==> config.mk <==
export PLATFORM = sky130hd
export DESIGN_NAME = i2c_master_top
export DESIGN_NICKNAME = d
export VERILOG_FILES = /design/src/source/i2c_bus_pkg.sv /design/src/source/i2c_reg_pkg.sv /design/src/source/i2c_bit_engine.sv /design/src/source/i2c_byte_ctrl.sv /design/src/source/i2c_master_top.sv /design/src/source/i2c_regs.sv
export SDC_FILE = /design/constraint.sdc
export NUM_CORES = 1
export LEC_CHECK = 0
export BUFFER_PORTS_ARGS = -buffer_cell sky130_fd_sc_hd__clkbuf_2
export CORE_ASPECT_RATIO = 1.2
export CORE_UTILIZATION = 30
export CTS_CLUSTER_SIZE = 20
export DETAILED_ROUTE_END_ITERATION = 10
export PLACE_DENSITY = 0.41
export SYNTH_ARGS = -nofsm -noshare
export SYNTH_HDL_FRONTEND = slang
export SYNTH_SLANG_ARGS = --single-unit
==> constraint.sdc <==
create_clock -name i_sysclk -period 6.2 [get_ports i_sysclk]
set_clock_uncertainty 0.15 [all_clocks]
set_input_delay 0.93 -clock i_sysclk [delete_from_list [all_inputs] [get_ports i_sysclk]]
set_output_delay 0.93 -clock i_sysclk [all_outputs]
set_load 0.05 [all_outputs]
==> src/source/i2c_bus_pkg.sv <==
`default_nettype none

package i2c_bus_pkg;

    // requests from the register block
    typedef enum logic [2:0] {
        BYTE_NONE,
        BYTE_START,
        BYTE_RESTART,
        BYTE_STOP,
        BYTE_WRITE,
        BYTE_READ
    } byte_cmd_e;

    // one scl period each
    typedef enum logic [2:0] {
        BIT_START,
        BIT_RESTART,
        BIT_STOP,
        BIT_WRITE,
        BIT_READ
    } bit_cmd_e;

    typedef enum logic [2:0] {
        SEQ_IDLE,
        SEQ_START,
        SEQ_STOP,
        SEQ_DATA,
        SEQ_ACK
    } seq_state_e;

endpackage

`default_nettype wire

==> src/source/i2c_reg_pkg.sv <==
`default_nettype none

package i2c_reg_pkg;

    // word offsets, host address bits 4 to 2
    localparam logic [2:0] REG_ADR = 3'd0;
    localparam logic [2:0] REG_FDR = 3'd1;
    localparam logic [2:0] REG_CR  = 3'd2;
    localparam logic [2:0] REG_SR  = 3'd3;
    localparam logic [2:0] REG_DR  = 3'd4;

    localparam int CR_MEN  = 7;
    localparam int CR_MIEN = 6;
    localparam int CR_MSTA = 5;
    localparam int CR_MTX  = 4;
    localparam int CR_TXAK = 3;
    localparam int CR_RSTA = 2;

    localparam int SR_MCF  = 7;
    localparam int SR_MBB  = 5;
    localparam int SR_MAL  = 4;
    localparam int SR_MIF  = 1;
    localparam int SR_RXAK = 0;

    localparam logic [7:0] SR_RESET = 8'h81;   // mcf and rxak set

    localparam int DIV_W = 16;

    // scl period in sysclk cycles, indexed by fdr[5:0]
    localparam logic [DIV_W-1:0] FDR_TABLE [64] = '{
        384,   416,   480,   576,   640,   704,   832,   1024,
        1152,  1280,  1536,  1920,  2304,  2560,  3072,  3840,
        4608,  5120,  6144,  7680,  9216,  10240, 12288, 15360,
        18432, 20480, 24576, 30720, 36864, 40960, 49152, 61440,
        256,   288,   320,   352,   384,   448,   512,   576,
        640,   768,   896,   1024,  1280,  1536,  1792,  2048,
        2560,  3072,  3584,  4096,  5120,  6144,  7168,  8192,
        10240, 12288, 14336, 16384, 20480, 24576, 28672, 32768
    };

    function automatic logic [DIV_W-1:0] fdr_divider(input logic [7:0] fdr);
        return FDR_TABLE[fdr[5:0]];
    endfunction

endpackage

`default_nettype wire

==> src/source/i2c_bit_engine.sv <==
`timescale 1ns/100ps
`default_nettype none

module i2c_bit_engine (
    input  wire                           i_sysclk,
    input  wire                           i_reset_n,
    input  wire                           i_enable,
    input  wire [i2c_reg_pkg::DIV_W-1:0]  i_divider,
    input  wire                           i_go,
    input  wire i2c_bus_pkg::bit_cmd_e    i_cmd,
    input  wire                           i_tx,
    output logic                          o_done,
    output logic                          o_rx,
    output logic                          o_al,
    output logic                          o_bus_busy,
    input  wire                           i_scl,
    output logic                          o_scl_oe,
    input  wire                           i_sda,
    output logic                          o_sda_oe
);

    logic [i2c_reg_pkg::DIV_W-1:0] quarter;
    logic [i2c_reg_pkg::DIV_W-1:0] cnt;
    logic [1:0]                    phase;
    logic                          busy;
    logic                          tx;
    logic                          stall;
    logic                          sda_q;
    logic                          scl_q;
    i2c_bus_pkg::bit_cmd_e         cmd;

    // {scl_oe, sda_oe} for each quarter, oe high pulls the line low
    function automatic logic [1:0] drive_for(input i2c_bus_pkg::bit_cmd_e c,
                                             input logic [1:0] p,
                                             input logic b);
        case (c)
            i2c_bus_pkg::BIT_START:   return {p == 2'd3, p[1]};
            i2c_bus_pkg::BIT_RESTART: return {p == 2'd0 || p == 2'd3, p[1]};
            i2c_bus_pkg::BIT_STOP:    return {p == 2'd0, p != 2'd3};
            i2c_bus_pkg::BIT_WRITE:   return {p == 2'd0 || p == 2'd3, !b};
            default:                  return {p == 2'd0 || p == 2'd3, 1'b0};
        endcase
    endfunction

    assign quarter = i_divider >> 2;
    assign stall   = busy && !o_scl_oe && !i_scl;   // slave stretching scl
    assign o_done  = i_enable && busy && phase == 2'd3 && cnt == '0 && !stall;

    always_ff @(posedge i_sysclk or negedge i_reset_n) begin
        if (!i_reset_n) begin
            busy <= 1'b0;
            phase <= 2'd0;
            cnt <= '0;
            cmd <= i2c_bus_pkg::BIT_STOP;
            tx <= 1'b1;
            o_scl_oe <= 1'b0;
            o_sda_oe <= 1'b0;
            o_rx <= 1'b1;
            o_al <= 1'b0;
        end else begin
            o_al <= 1'b0;
            if (!i_enable) begin
                busy <= 1'b0;
                o_scl_oe <= 1'b0;
                o_sda_oe <= 1'b0;
            end else if (i_go) begin
                busy <= 1'b1;
                phase <= 2'd0;
                cnt <= quarter - 1'b1;
                cmd <= i_cmd;
                tx <= i_tx;
                {o_scl_oe, o_sda_oe} <= drive_for(i_cmd, 2'd0, i_tx);
            end else if (o_done) begin
                busy <= 1'b0;
            end else if (busy && !stall) begin
                if (cnt != '0) begin
                    cnt <= cnt - 1'b1;
                end else begin
                    if (phase == 2'd1) o_rx <= i_sda;   // middle of scl high
                    if (phase == 2'd1 && cmd == i2c_bus_pkg::BIT_WRITE && tx && !i_sda) begin
                        busy <= 1'b0;
                        o_al <= 1'b1;
                        o_scl_oe <= 1'b0;
                        o_sda_oe <= 1'b0;
                    end else begin
                        phase <= phase + 2'd1;
                        cnt <= quarter - 1'b1;
                        {o_scl_oe, o_sda_oe} <= drive_for(cmd, phase + 2'd1, tx);
                    end
                end
            end
        end
    end

    // start and stop seen on the bus by anyone
    always_ff @(posedge i_sysclk or negedge i_reset_n) begin
        if (!i_reset_n) begin
            sda_q <= 1'b1;
            scl_q <= 1'b1;
            o_bus_busy <= 1'b0;
        end else begin
            sda_q <= i_sda;
            scl_q <= i_scl;
            if (scl_q && i_scl && sda_q && !i_sda)
                o_bus_busy <= 1'b1;
            else if (scl_q && i_scl && !sda_q && i_sda)
                o_bus_busy <= 1'b0;
        end
    end

endmodule

`default_nettype wire

==> src/source/i2c_byte_ctrl.sv <==
`timescale 1ns/100ps
`default_nettype none

module i2c_byte_ctrl (
    input  wire                          i_sysclk,
    input  wire                          i_reset_n,
    input  wire                          i_enable,
    input  wire                          i_req,
    input  wire i2c_bus_pkg::byte_cmd_e  i_req_cmd,
    input  wire [7:0]                    i_tx_byte,
    input  wire                          i_txak,
    output logic                         o_done,
    output logic [7:0]                   o_rx_byte,
    output logic                         o_rxack,
    output logic                         o_al,
    output logic                         o_bit_go,
    output i2c_bus_pkg::bit_cmd_e        o_bit_cmd,
    output logic                         o_bit_tx,
    input  wire                          i_bit_done,
    input  wire                          i_bit_rx,
    input  wire                          i_bit_al
);

    i2c_bus_pkg::seq_state_e state;
    logic [7:0] shreg;
    logic [2:0] bit_cnt;
    logic       is_read;
    logic       txak;

    assign o_rx_byte = shreg;

    // next bit is issued in the cycle the previous one ends, so bits run back to back
    always_comb begin
        o_bit_go = 1'b0;
        o_bit_cmd = i2c_bus_pkg::BIT_WRITE;
        o_bit_tx = 1'b1;
        case (state)
            i2c_bus_pkg::SEQ_IDLE: begin
                if (i_enable && i_req) begin
                    o_bit_go = 1'b1;
                    case (i_req_cmd)
                        i2c_bus_pkg::BYTE_START:   o_bit_cmd = i2c_bus_pkg::BIT_START;
                        i2c_bus_pkg::BYTE_RESTART: o_bit_cmd = i2c_bus_pkg::BIT_RESTART;
                        i2c_bus_pkg::BYTE_STOP:    o_bit_cmd = i2c_bus_pkg::BIT_STOP;
                        i2c_bus_pkg::BYTE_WRITE:   o_bit_tx = i_tx_byte[7];   // msb first
                        i2c_bus_pkg::BYTE_READ:    o_bit_cmd = i2c_bus_pkg::BIT_READ;
                        default:                   o_bit_go = 1'b0;
                    endcase
                end
            end
            i2c_bus_pkg::SEQ_DATA: begin
                if (i_bit_done && !i_bit_al) begin
                    o_bit_go = 1'b1;
                    if (bit_cnt == 3'd7) begin        // ack slot, direction flips
                        o_bit_cmd = is_read ? i2c_bus_pkg::BIT_WRITE : i2c_bus_pkg::BIT_READ;
                        o_bit_tx = txak;
                    end else begin
                        o_bit_cmd = is_read ? i2c_bus_pkg::BIT_READ : i2c_bus_pkg::BIT_WRITE;
                        o_bit_tx = shreg[6];
                    end
                end
            end
            default: ;
        endcase
    end

    always_ff @(posedge i_sysclk or negedge i_reset_n) begin
        if (!i_reset_n) begin
            state <= i2c_bus_pkg::SEQ_IDLE;
            shreg <= 8'h00;
            bit_cnt <= 3'd0;
            is_read <= 1'b0;
            txak <= 1'b0;
            o_done <= 1'b0;
            o_rxack <= 1'b1;
            o_al <= 1'b0;
        end else begin
            o_done <= 1'b0;
            o_al <= 1'b0;
            if (!i_enable) begin
                state <= i2c_bus_pkg::SEQ_IDLE;
            end else if (i_bit_al) begin     // lost the bus, give up the byte
                state <= i2c_bus_pkg::SEQ_IDLE;
                o_al <= 1'b1;
            end else begin
                case (state)
                    i2c_bus_pkg::SEQ_IDLE: begin
                        if (o_bit_go) begin
                            bit_cnt <= 3'd0;
                            shreg <= i_tx_byte;
                            is_read <= i_req_cmd == i2c_bus_pkg::BYTE_READ;
                            txak <= i_txak;
                            case (i_req_cmd)
                                i2c_bus_pkg::BYTE_START,
                                i2c_bus_pkg::BYTE_RESTART: state <= i2c_bus_pkg::SEQ_START;
                                i2c_bus_pkg::BYTE_STOP:    state <= i2c_bus_pkg::SEQ_STOP;
                                default:                   state <= i2c_bus_pkg::SEQ_DATA;
                            endcase
                        end
                    end
                    i2c_bus_pkg::SEQ_START,
                    i2c_bus_pkg::SEQ_STOP: begin
                        if (i_bit_done) begin
                            o_done <= 1'b1;
                            state <= i2c_bus_pkg::SEQ_IDLE;
                        end
                    end
                    i2c_bus_pkg::SEQ_DATA: begin
                        if (i_bit_done) begin
                            shreg <= {shreg[6:0], i_bit_rx};
                            bit_cnt <= bit_cnt + 3'd1;
                            if (bit_cnt == 3'd7) state <= i2c_bus_pkg::SEQ_ACK;
                        end
                    end
                    i2c_bus_pkg::SEQ_ACK: begin
                        if (i_bit_done) begin
                            o_done <= 1'b1;
                            o_rxack <= i_bit_rx;
                            state <= i2c_bus_pkg::SEQ_IDLE;
                        end
                    end
                    default: state <= i2c_bus_pkg::SEQ_IDLE;
                endcase
            end
        end
    end

endmodule

`default_nettype wire

==> src/source/i2c_master_top.sv <==
`timescale 1ns/100ps
`default_nettype none

module i2c_master_top (
    input  wire        i_sysclk,
    input  wire        i_reset_n,
    input  wire        i_wr_en,
    input  wire [4:0]  i_wr_addr,
    input  wire [7:0]  i_wr_data,
    input  wire        i_rd_en,
    input  wire [4:0]  i_rd_addr,
    output logic [7:0] o_rd_data,
    output logic       o_rd_valid,
    output logic       o_irq,
    input  wire        i_scl,
    output logic       o_scl_oe,   // high pulls scl low
    input  wire        i_sda,
    output logic       o_sda_oe
);

    logic                          enable;
    logic [i2c_reg_pkg::DIV_W-1:0] divider;
    logic                          req;
    i2c_bus_pkg::byte_cmd_e        req_cmd;
    logic [7:0]                    tx_byte;
    logic                          txak;
    logic                          done;
    logic [7:0]                    rx_byte;
    logic                          rxack;
    logic                          al;
    logic                          bus_busy;
    logic                          bit_go;
    i2c_bus_pkg::bit_cmd_e         bit_cmd;
    logic                          bit_tx;
    logic                          bit_done;
    logic                          bit_rx;
    logic                          bit_al;

    i2c_regs u_regs (
        .i_sysclk   (i_sysclk),
        .i_reset_n  (i_reset_n),
        .i_wr_en    (i_wr_en),
        .i_wr_addr  (i_wr_addr),
        .i_wr_data  (i_wr_data),
        .i_rd_en    (i_rd_en),
        .i_rd_addr  (i_rd_addr),
        .o_rd_data  (o_rd_data),
        .o_rd_valid (o_rd_valid),
        .o_irq      (o_irq),
        .o_enable   (enable),
        .o_divider  (divider),
        .o_req      (req),
        .o_req_cmd  (req_cmd),
        .o_tx_byte  (tx_byte),
        .o_txak     (txak),
        .i_done     (done),
        .i_rx_byte  (rx_byte),
        .i_rxack    (rxack),
        .i_al       (al),
        .i_bus_busy (bus_busy)
    );

    i2c_byte_ctrl u_byte_ctrl (
        .i_sysclk   (i_sysclk),
        .i_reset_n  (i_reset_n),
        .i_enable   (enable),
        .i_req      (req),
        .i_req_cmd  (req_cmd),
        .i_tx_byte  (tx_byte),
        .i_txak     (txak),
        .o_done     (done),
        .o_rx_byte  (rx_byte),
        .o_rxack    (rxack),
        .o_al       (al),
        .o_bit_go   (bit_go),
        .o_bit_cmd  (bit_cmd),
        .o_bit_tx   (bit_tx),
        .i_bit_done (bit_done),
        .i_bit_rx   (bit_rx),
        .i_bit_al   (bit_al)
    );

    i2c_bit_engine u_bit_engine (
        .i_sysclk   (i_sysclk),
        .i_reset_n  (i_reset_n),
        .i_enable   (enable),
        .i_divider  (divider),
        .i_go       (bit_go),
        .i_cmd      (bit_cmd),
        .i_tx       (bit_tx),
        .o_done     (bit_done),
        .o_rx       (bit_rx),
        .o_al       (bit_al),
        .o_bus_busy (bus_busy),
        .i_scl      (i_scl),
        .o_scl_oe   (o_scl_oe),
        .i_sda      (i_sda),
        .o_sda_oe   (o_sda_oe)
    );

endmodule

`default_nettype wire

==> src/source/i2c_regs.sv <==
`timescale 1ns/100ps
`default_nettype none

module i2c_regs (
    input  wire                           i_sysclk,
    input  wire                           i_reset_n,
    input  wire                           i_wr_en,
    input  wire [4:0]                     i_wr_addr,
    input  wire [7:0]                     i_wr_data,
    input  wire                           i_rd_en,
    input  wire [4:0]                     i_rd_addr,
    output logic [7:0]                    o_rd_data,
    output logic                          o_rd_valid,
    output logic                          o_irq,
    output logic                          o_enable,
    output logic [i2c_reg_pkg::DIV_W-1:0] o_divider,
    output logic                          o_req,
    output i2c_bus_pkg::byte_cmd_e        o_req_cmd,
    output logic [7:0]                    o_tx_byte,
    output logic                          o_txak,
    input  wire                           i_done,
    input  wire [7:0]                     i_rx_byte,
    input  wire                           i_rxack,
    input  wire                           i_al,
    input  wire                           i_bus_busy
);

    logic [7:0] adr;
    logic [7:0] fdr;
    logic [7:0] cr;
    logic [7:0] dr;
    logic [7:0] sr;
    logic [7:0] rd_mux;
    logic       mcf;
    logic       mal;
    logic       mif;
    logic       rxak;
    logic       active;     // request handed to sequencer, not yet done
    logic       dat_pend;
    i2c_bus_pkg::byte_cmd_e ctl_cmd;   // pending start, restart or stop
    i2c_bus_pkg::byte_cmd_e dat_cmd;

    assign o_enable  = cr[i2c_reg_pkg::CR_MEN];
    assign o_txak    = cr[i2c_reg_pkg::CR_TXAK];
    assign o_tx_byte = dr;
    assign o_irq     = cr[i2c_reg_pkg::CR_MIEN] & (mif | mal);

    always_comb begin
        sr = 8'h00;
        sr[i2c_reg_pkg::SR_MCF]  = mcf;
        sr[i2c_reg_pkg::SR_MBB]  = i_bus_busy;
        sr[i2c_reg_pkg::SR_MAL]  = mal;
        sr[i2c_reg_pkg::SR_MIF]  = mif;
        sr[i2c_reg_pkg::SR_RXAK] = rxak;
        case (i_rd_addr[4:2])
            i2c_reg_pkg::REG_ADR: rd_mux = adr;
            i2c_reg_pkg::REG_FDR: rd_mux = fdr;
            i2c_reg_pkg::REG_CR:  rd_mux = cr;
            i2c_reg_pkg::REG_SR:  rd_mux = sr;
            i2c_reg_pkg::REG_DR:  rd_mux = dr;
            default:              rd_mux = 8'hFF;
        endcase
    end

    always_ff @(posedge i_sysclk or negedge i_reset_n) begin
        if (!i_reset_n) begin
            adr <= 8'h00;
            fdr <= 8'h00;
            cr <= 8'h00;
            dr <= 8'h00;
            mcf <= i2c_reg_pkg::SR_RESET[i2c_reg_pkg::SR_MCF];
            mal <= i2c_reg_pkg::SR_RESET[i2c_reg_pkg::SR_MAL];
            mif <= i2c_reg_pkg::SR_RESET[i2c_reg_pkg::SR_MIF];
            rxak <= i2c_reg_pkg::SR_RESET[i2c_reg_pkg::SR_RXAK];
            active <= 1'b0;
            dat_pend <= 1'b0;
            ctl_cmd <= i2c_bus_pkg::BYTE_NONE;
            dat_cmd <= i2c_bus_pkg::BYTE_WRITE;
            o_req <= 1'b0;
            o_req_cmd <= i2c_bus_pkg::BYTE_NONE;
            o_rd_data <= 8'h00;
            o_rd_valid <= 1'b0;
            o_divider <= i2c_reg_pkg::fdr_divider(8'h00);
        end else begin
            o_req <= 1'b0;
            o_rd_valid <= i_rd_en;
            o_divider <= i2c_reg_pkg::fdr_divider(fdr);
            if (i_rd_en) o_rd_data <= rd_mux;

            if (!cr[i2c_reg_pkg::CR_MEN]) begin     // disabled, drop everything
                ctl_cmd <= i2c_bus_pkg::BYTE_NONE;
                dat_pend <= 1'b0;
                active <= 1'b0;
                mcf <= 1'b1;
            end else if (!active) begin              // control requests go first
                if (ctl_cmd != i2c_bus_pkg::BYTE_NONE) begin
                    o_req <= 1'b1;
                    o_req_cmd <= ctl_cmd;
                    ctl_cmd <= i2c_bus_pkg::BYTE_NONE;
                    active <= 1'b1;
                end else if (dat_pend) begin
                    o_req <= 1'b1;
                    o_req_cmd <= dat_cmd;
                    dat_pend <= 1'b0;
                    active <= 1'b1;
                end
            end
            if (i_done || i_al) active <= 1'b0;

            if (i_wr_en) begin
                case (i_wr_addr[4:2])
                    i2c_reg_pkg::REG_ADR: adr <= i_wr_data;
                    i2c_reg_pkg::REG_FDR: fdr <= i_wr_data;
                    i2c_reg_pkg::REG_CR: begin
                        cr <= i_wr_data;
                        cr[i2c_reg_pkg::CR_RSTA] <= 1'b0;   // self clearing
                        if (mcf && i_wr_data[i2c_reg_pkg::CR_MEN]) begin
                            if (i_wr_data[i2c_reg_pkg::CR_RSTA])
                                ctl_cmd <= i2c_bus_pkg::BYTE_RESTART;
                            else if (i_wr_data[i2c_reg_pkg::CR_MSTA] && !cr[i2c_reg_pkg::CR_MSTA])
                                ctl_cmd <= i2c_bus_pkg::BYTE_START;
                            else if (!i_wr_data[i2c_reg_pkg::CR_MSTA] && cr[i2c_reg_pkg::CR_MSTA])
                                ctl_cmd <= i2c_bus_pkg::BYTE_STOP;
                        end
                    end
                    i2c_reg_pkg::REG_SR: begin
                        if (!i_wr_data[i2c_reg_pkg::SR_MIF]) mif <= 1'b0;
                        if (!i_wr_data[i2c_reg_pkg::SR_MAL]) mal <= 1'b0;
                    end
                    i2c_reg_pkg::REG_DR: begin
                        dr <= i_wr_data;
                        if (cr[i2c_reg_pkg::CR_MTX] && mcf) begin
                            dat_pend <= 1'b1;
                            dat_cmd <= i2c_bus_pkg::BYTE_WRITE;
                            mcf <= 1'b0;
                            mif <= 1'b0;
                        end
                    end
                    default: ;
                endcase
            end

            // dr read returns the old byte and fetches the next one
            if (i_rd_en && i_rd_addr[4:2] == i2c_reg_pkg::REG_DR && !cr[i2c_reg_pkg::CR_MTX]
                    && i_bus_busy && mcf) begin
                dat_pend <= 1'b1;
                dat_cmd <= i2c_bus_pkg::BYTE_READ;
                mcf <= 1'b0;
                mif <= 1'b0;
            end

            if (i_done) begin
                mcf <= 1'b1;
                if (o_req_cmd == i2c_bus_pkg::BYTE_WRITE) begin
                    mif <= 1'b1;
                    rxak <= i_rxack;
                end
                if (o_req_cmd == i2c_bus_pkg::BYTE_READ) begin
                    mif <= 1'b1;
                    dr <= i_rx_byte;
                end
            end
            if (i_al) begin
                mal <= 1'b1;
                mif <= 1'b1;
                mcf <= 1'b1;
            end
        end
    end

endmodule

`default_nettype wire

==> results of run 1 <==
==> cell usage in the layout (no fill, tap or decap), drive strengths merged, types with 7 or more instances in the layout <==
cell      n
a31oi    14
mux2i    35
nor4      7
nor2     53
dfrtp   104
o21ai    40
nand2    50
a211oi    7
nand3    22
o22ai     9
nor2b     8
dfstp    10
nand3b    8
a21oi    51
mux2     26
nor3     17
buf       8
o211ai    7
clkbuf   48
xnor2    12
ha        8
inv      32
==> stage by stage <==
stage               cells  setup WS [ns]  power, uW  cell area (um2)  utilization, %
global placement      937           2.62       1580             6760            32.3
floorplan             671           3.81       1420             6380               -
global route          969           2.29       2730             7360            35.2
detailed placement    937           2.57       1590             6760            32.3
finish                969           2.58       2580             7360            35.2
CTS                   969           2.56       2610             7360            35.2
==> power by group through the flow <==
| stage | clock network [uW] | registers [uW] | logic [uW] |
|---|---|---|---|
| final | 1000 | 1060 | 511 |
| after global routing | 1060 | 1090 | 577 |
| after CTS | 1030 | 1060 | 518 |
| after detailed placement | 0 | 1080 | 515 |
| after global placement | 0 | 1070 | 512 |
| after floorplan | 0 | 1010 | 408 |
==> how the worst max path moves through the flow <==
stage                        start                endpoint  slack [ns]  cells past startpoint
2_1_floorplan                i_scl  u_byte_ctrl.bit_cnt[0]        3.81                      5
3_3_place_gp   u_bit_engine.cnt[0]  u_byte_ctrl.bit_cnt[0]        2.62                      8
3_5_place_dp   u_bit_engine.cnt[0]  u_byte_ctrl.bit_cnt[0]        2.57                      8
4_1_cts        u_bit_engine.cnt[0]  u_byte_ctrl.bit_cnt[0]        2.56                      8
5_1_grt        u_bit_engine.cnt[0]  u_byte_ctrl.bit_cnt[0]        2.29                      8
6_report       u_bit_engine.cnt[0]  u_byte_ctrl.bit_cnt[0]        2.58                      8
==> metal layers <==
| metal | GRT usage [%] | part of all wire [%] | vias to the layer above |
|---|---|---|---|
| li1 | - | - | 2498 |
| met1 | 22.3 | 46 | 2504 |
| met2 | 28.3 | 49 | 109 |
| met3 | 3.31 | 2.9 | 29 |
| met4 | 6.74 | 2.3 | 0 |
| met5 | 0 | 0 | - |
==> area by class of cell <==
type | count | area, um2
flip-flops and latches | 114 | 2870
repair buffers | 38 | 210
clock buffers | 18 | 439
multi-input cells | 484 | 3230
inverters | 31 | 116
clock inverters | 14 | 163
well taps | 270 | 338
fillers | 2130 | 13500
==> Yosys cell counts, drive strengths merged, types with 5 or more instances <==
library cell,instances
o21ai,40
nor4,7
nand3,22
clkbuf,31
a21oi,51
nor2,53
mux2,26
nand3b,8
o211ai,7
or4,5
o221ai,6
nor3,17
and3,6
o22ai,9
xnor2,12
a31oi,14
ha,8
dfstp,10
dfrtp,104
or3,6
a211oi,7
nand2,50
nand2b,6
inv,31
nor2b,8
mux2i,35
o2bb2ai,6
buf,11
==> flip-flops by register name (all words and copies together) (netlist names), 2 cells and up <==
name                   flops
u_regs.o_req_cmd           3
u_regs.cr                  7
u_byte_ctrl.bit_cnt        3
u_byte_ctrl.state          3
u_bit_engine.cnt          16
u_regs.o_divider          11
u_byte_ctrl.o_rx_byte      8
u_regs.ctl_cmd             3
u_bit_engine.phase         2
u_regs.o_rd_data           8
u_regs.o_tx_byte           8
u_regs.adr                 8
u_regs.fdr                 8
u_bit_engine.cmd           3
==> logic make-up (layout without fill, tap and decap cells) <==
family / Yosys count / after routing
compound gates: 183 / 183
xor+xnor: 15 / 15
fa+ha+maj: 8 / 8
buf+inv: 73 / 101
flops: 114 / 114
mux: 63 / 63
simple gates: 215 / 215
==> worst max-delay path, cell delays in order, from the launching register on <==
cell     delay [ns]
dfrtp_1        0.41
inv_1          0.07
ha_1           0.18
nor3b_2        0.39
nand4_1        0.31
buf_4          0.30
o31ai_2        1.03
nand2_1        0.31
mux2_2         0.35
==> impl_metrics.csv, run 1 <==
group,metric,value,unit
worst_hold_path,holdPathStages,2,
cts,cts_resized,0,
layout,drive_gt1_share,17.2,%
yosys,ys.flop_type,"dfrtp_1",
drt,wire_per_inst,18.2,um
cts,clk_latency,0.42,ns
yosys,postSynthCellCount,671,
die,dieArea,21900,um2
pwr,p_sw,828,uW
critical_path,ff2ff_setup_slack,2.58,ns
drt,drtIter0Drc,400,
grt,grt_pass1_wl,28.9,mm
yosys,yosysWarnings,0,
worst_hold_path,hold_path_end,"u_regs.dat_cmd[0]",
sta,tightest_slew,1.22,ns
yosys,synth_compound_area_share,18.4,%
drt,ant_nets,0,
yosys,synth_seq_cells,114,
die,num_rows,58,
pwr,p_int,1750,uW
drt,vias_per_cell,5.30,
cts,clockBufferDepth,2,
placed_design,portBuffers,31,
cts,cts_setup_buffers,0,
pwr,clkPwrFrac,38.9,%
critical_path,r2r_start,"u_bit_engine.cnt[0]",
critical_path,reg2reg_to,"u_byte_ctrl.bit_cnt[0]",
critical_path,crit_required,6.35,ns
sta,setup_tns,0,ns
sta,hold_viol,0,
placed_design,dpl.hpwl,12.3,mm
yosys,synth_edf_count,0,
yosys,syn_avg_cell_area,9.51,um2
critical_path,worst-setup-path-type,"register to register",
yosys,async_flop_share,100,%
cts,cts_buffers,17,
sta,hold_ws,0.348,ns
yosys,ys_types,72,
drt,firstDrtPassIters,4,
critical_path,worst-path-max-fanout,17,
layout,fin_nets,718,
outcome,status,"finished clean",
cts,htreeDepth,4,
grt,grt_pass1_vias,5207,
sta,period_share,58.4,%
die,start_util,30.5,%
yosys,synth-simple-area-share,17.7,%
pwr,combPwrFrac,19.8,%
yosys,synth_fa_ha_area_share,1.57,%
cts,clockRootBuffer,"clkbuf_16",
grt,grt_overflow,0,
yosys,synth_top_family_by_area,"compound AO/OA/AOI/OAI gates",
sta,period_needed,3.62,ns
yosys,yosys.area.top_type_share,40.8,%
yosys,yosysTopAreaCell,"dfrtp_1",
critical_path,critPathLaunchType,"register",
die,io_pins,36,
grt,grt_antenna_before_repair,0,
pwr,p_leak,0.00306,uW
yosys,yosysSeqAreaShare,44.9,%
drt,wirelength,17.6,mm
sta,maxSlewViolCount,0,
yosys,synth_mux_area_share,10.8,%
die,core_area,20900,um2
cts,clk_pin_slew,0.05,ns
cts,cts_tree,"built",
pwr,seqPwrFrac,41.3,%
grt,grt_max_degree,65,
layout,areaGrowthSynthToFinish,15.3,%
yosys,netlist_area,6380,um2
die,fp.dieW,135,um
layout,diodes,0,
pwr,powerDensity,350,nW/um2
critical_path,cp.arrival,3.77,ns
pwr,swShare,32.1,%
flow_run,drv_cap,0,
yosys,syn_nets,703,
grt,grt.total_usage,17.3,%
sta,rsz0062_at_grt,"false",
worst_hold_path,min_path_type,"register to register",
critical_path,end_kind,"register",
placed_design,gp_congestion,0.794,
critical_path,reg2reg_depth,8,
die,die_h,162,um
sta,relSlewSlack,18.4,%
cts,clock_sinks,114,
drt,vias,5140,
cts,hold_buffers,0,
yosys,synth_xor_area_share,2.06,%
sta,fmax,276,MHz
worst_hold_path,worstHoldStart,"u_regs.dat_cmd[0]",
yosys,netlist_top_cells_area,"dfrtp_1, mux2i_1, mux2_2, dfstp_2, a21oi_1",
drt,post-route-drc-count,0,
sta,setup_violations,0,
pwr,ir_drop,0.191,mV
No activity file was read; power rests on OpenSTA's default activity.
==> inputs of run 2 (changes only) <==
--- a/config.mk
+++ b/config.mk
@@ -10,7 +10,7 @@
 export CORE_UTILIZATION = 30
 export CTS_CLUSTER_SIZE = 20
 export DETAILED_ROUTE_END_ITERATION = 10
-export PLACE_DENSITY = 0.41
+export PLACE_DENSITY = 0.43
 export SYNTH_ARGS = -nofsm -noshare
 export SYNTH_HDL_FRONTEND = slang
 export SYNTH_SLANG_ARGS = --single-unit
==> constraint.sdc (replaced) <==
create_clock -name i_sysclk -period 3.3 [get_ports i_sysclk]
set_clock_uncertainty 0.15 [all_clocks]
set_input_delay 0.495 -clock i_sysclk [delete_from_list [all_inputs] [get_ports i_sysclk]]
set_output_delay 0.495 -clock i_sysclk [all_outputs]
set_load 0.05 [all_outputs]
==> run 2 against run 1 <==
- the run now ends with negative hold slack left
- total power is 89% higher
- sequential power grew 89%
- clock power grew 89%
- cell count increased by 0.83%
- worst hold slack got worse by 0.35 ns
- die area is the same
- non-clock buffer count rose by 8
- setup slack got worse by 2.1 ns
- core utilization grew 0.38 points
- sequential share of layout area fell by 0.41 points
- count of clock-buffer cells in the layout up 5
- critical path type unchanged
==> impl_metrics.csv, run 2 (synthesis results as in run 1) <==
group,metric,value,unit
critical_path,worst-path-max-fanout,18,
die,io_pins,36,
cts,cts_resized,0,
critical_path,worst-setup-path-type,"register to register",
drt,firstDrtPassIters,4,
cts,cts_tree,"built",
cts,clockBufferDepth,2,
critical_path,end_kind,"register",
sta,tightest_slew,0.910,ns
die,fp.dieW,135,um
cts,hold_buffers,0,
die,num_rows,58,
sta,setup_tns,0,ns
drt,met2_length,8.93,mm
drt,vias_per_cell,5.29,
sta,fmax,352,MHz
layout,largest_reg_flops,16,
layout,reg.largest.list,"u_bit_engine.cnt: 16 flops, u_regs.o_divider: 11 flops",
pwr,ir_drop,0.393,mV
sta,maxSlewViolCount,0,
critical_path,cp.arrival,2.99,ns
grt,grt_pass1_wl,29.1,mm
die,die_h,162,um
sta,rsz0062_at_grt,"false",
placed_design,gp_congestion,0.838,
drt,wire_per_inst,17.8,um
placed_design,dpl.hpwl,12.5,mm
drt,ant_nets,0,
drt,wirelength,17.4,mm
sta,period_needed,2.84,ns
pwr,powerDensity,654,nW/um2
layout,fin_util,35.6,%
drt,drtIter0Drc,436,
pwr,power,4870,uW
flow_run,drv_cap,0,
cts,clock_sinks,114,
drt,vias,5173,
cts,cts_setup_buffers,0,
outcome,status,"complete, but fails checks",
worst_hold_path,min_path_type,"input pin to asynchronous set/reset pin",
cts,htreeDepth,4,
placed_design,portBuffers,31,
critical_path,critPathLaunchType,"register",
sta,relSlewSlack,39.1,%
sta,hold_viol,3,
outcome,violations,"negative hold slack",
sta,setup_violations,0,
layout,drive_gt1_share,17.7,%
die,core_area,20900,um2
grt,grt_pass1_vias,5311,
grt,grt.total_usage,17.2,%
layout,diodes,0,
drt,post-route-drc-count,0,
placed_design,dp.cells,945,
critical_path,crit_required,3.45,ns
cts,clockRootBuffer,"clkbuf_16",
layout,final_common_cell,"dfrtp_1",
layout,stdcell_count,977,
sta,period_share,86.2,%
grt,grt_max_degree,51,
drt,top_layer,"met4",
pwr,p_leak,0.00310,uW
layout,regMostFlops,"u_bit_engine.cnt",
grt,grt_overflow,0,
cts,clk_pin_slew,0.06,ns
grt,grt_antenna_before_repair,0,
die,start_util,30.5,%
layout,areaGrowthSynthToFinish,16.5,%
cts,cts_buffers,17,
cts,clk_latency,0.41,ns
drt,wl_met1,7.87,mm
layout,fin_nets,726,
die,dieArea,21900,um2
layout,final_cell_mix,"dfrtp_1, nor2_1, a21oi_1",
sta,hold_ws,-0.00118,ns
drt,wl_met3,385,um
run 2: per-layer routing:
layer | GRT usage (%) | vias up
met1 | 21.3 | 2549
met5 | 0 | -
li1 | - | 2516
met3 | 3.12 | 15
met4 | 6.33 | 0
met2 | 29.7 | 93
run 2: final timing paths:
path	from	endpoint	slack (ns)	depth (start not counted)
setup / recovery	u_bit_engine.cnt[0]	u_byte_ctrl.txak	0.46	8
hold / removal	i_reset_n	u_byte_ctrl.bit_cnt[0]	-0.001	1
setup reg to reg	u_bit_engine.cnt[0]	u_byte_ctrl.txak	0.46	8
hold reg to reg	u_byte_ctrl.txak	u_byte_ctrl.txak	0.35	1
max in group asynchronous	i_reset_n	u_regs.mif	2.27	2
min in group i_sysclk	i_scl	u_bit_engine.scl_q	0.10	1
run 2: report_power, final:
group | internal, uW | total (uW) | switching (uW)
logic | 432 | 972 | 540
clock network | 1240 | 1890 | 647
registers | 1670 | 2000 | 336
run 2: cell type report:
cell class | count | area (um2)
multi-input cells | 484 | 3230
clock inverters | 9 | 130
repair buffers | 46 | 283
well taps | 270 | 338
clock buffers | 23 | 478
flip-flops and latches | 114 | 2870
fillers | 2171 | 13500
inverters | 31 | 116
run 2: metrics by stage:
stage               area [um2]  worst slack, ns  hold WS, ns
detailed placement        6830            0.489        0.342
floorplan                 6380            0.954       0.0494
global placement          6830            0.507        0.329
finish                    7440            0.457     -0.00118
CTS                       7440            0.474       0.0212
global route              7440            0.186       0.0436
run 2: critical path: stages, from the launching register on:
cell and delay (ns):
dfrtp_1 0.42, inv_1 0.07, ha_1 0.18, nor3b_2 0.38
nand4_1 0.26, buf_4 0.28, o31ai_2 0.32, and3_1 0.32
mux2_2 0.36
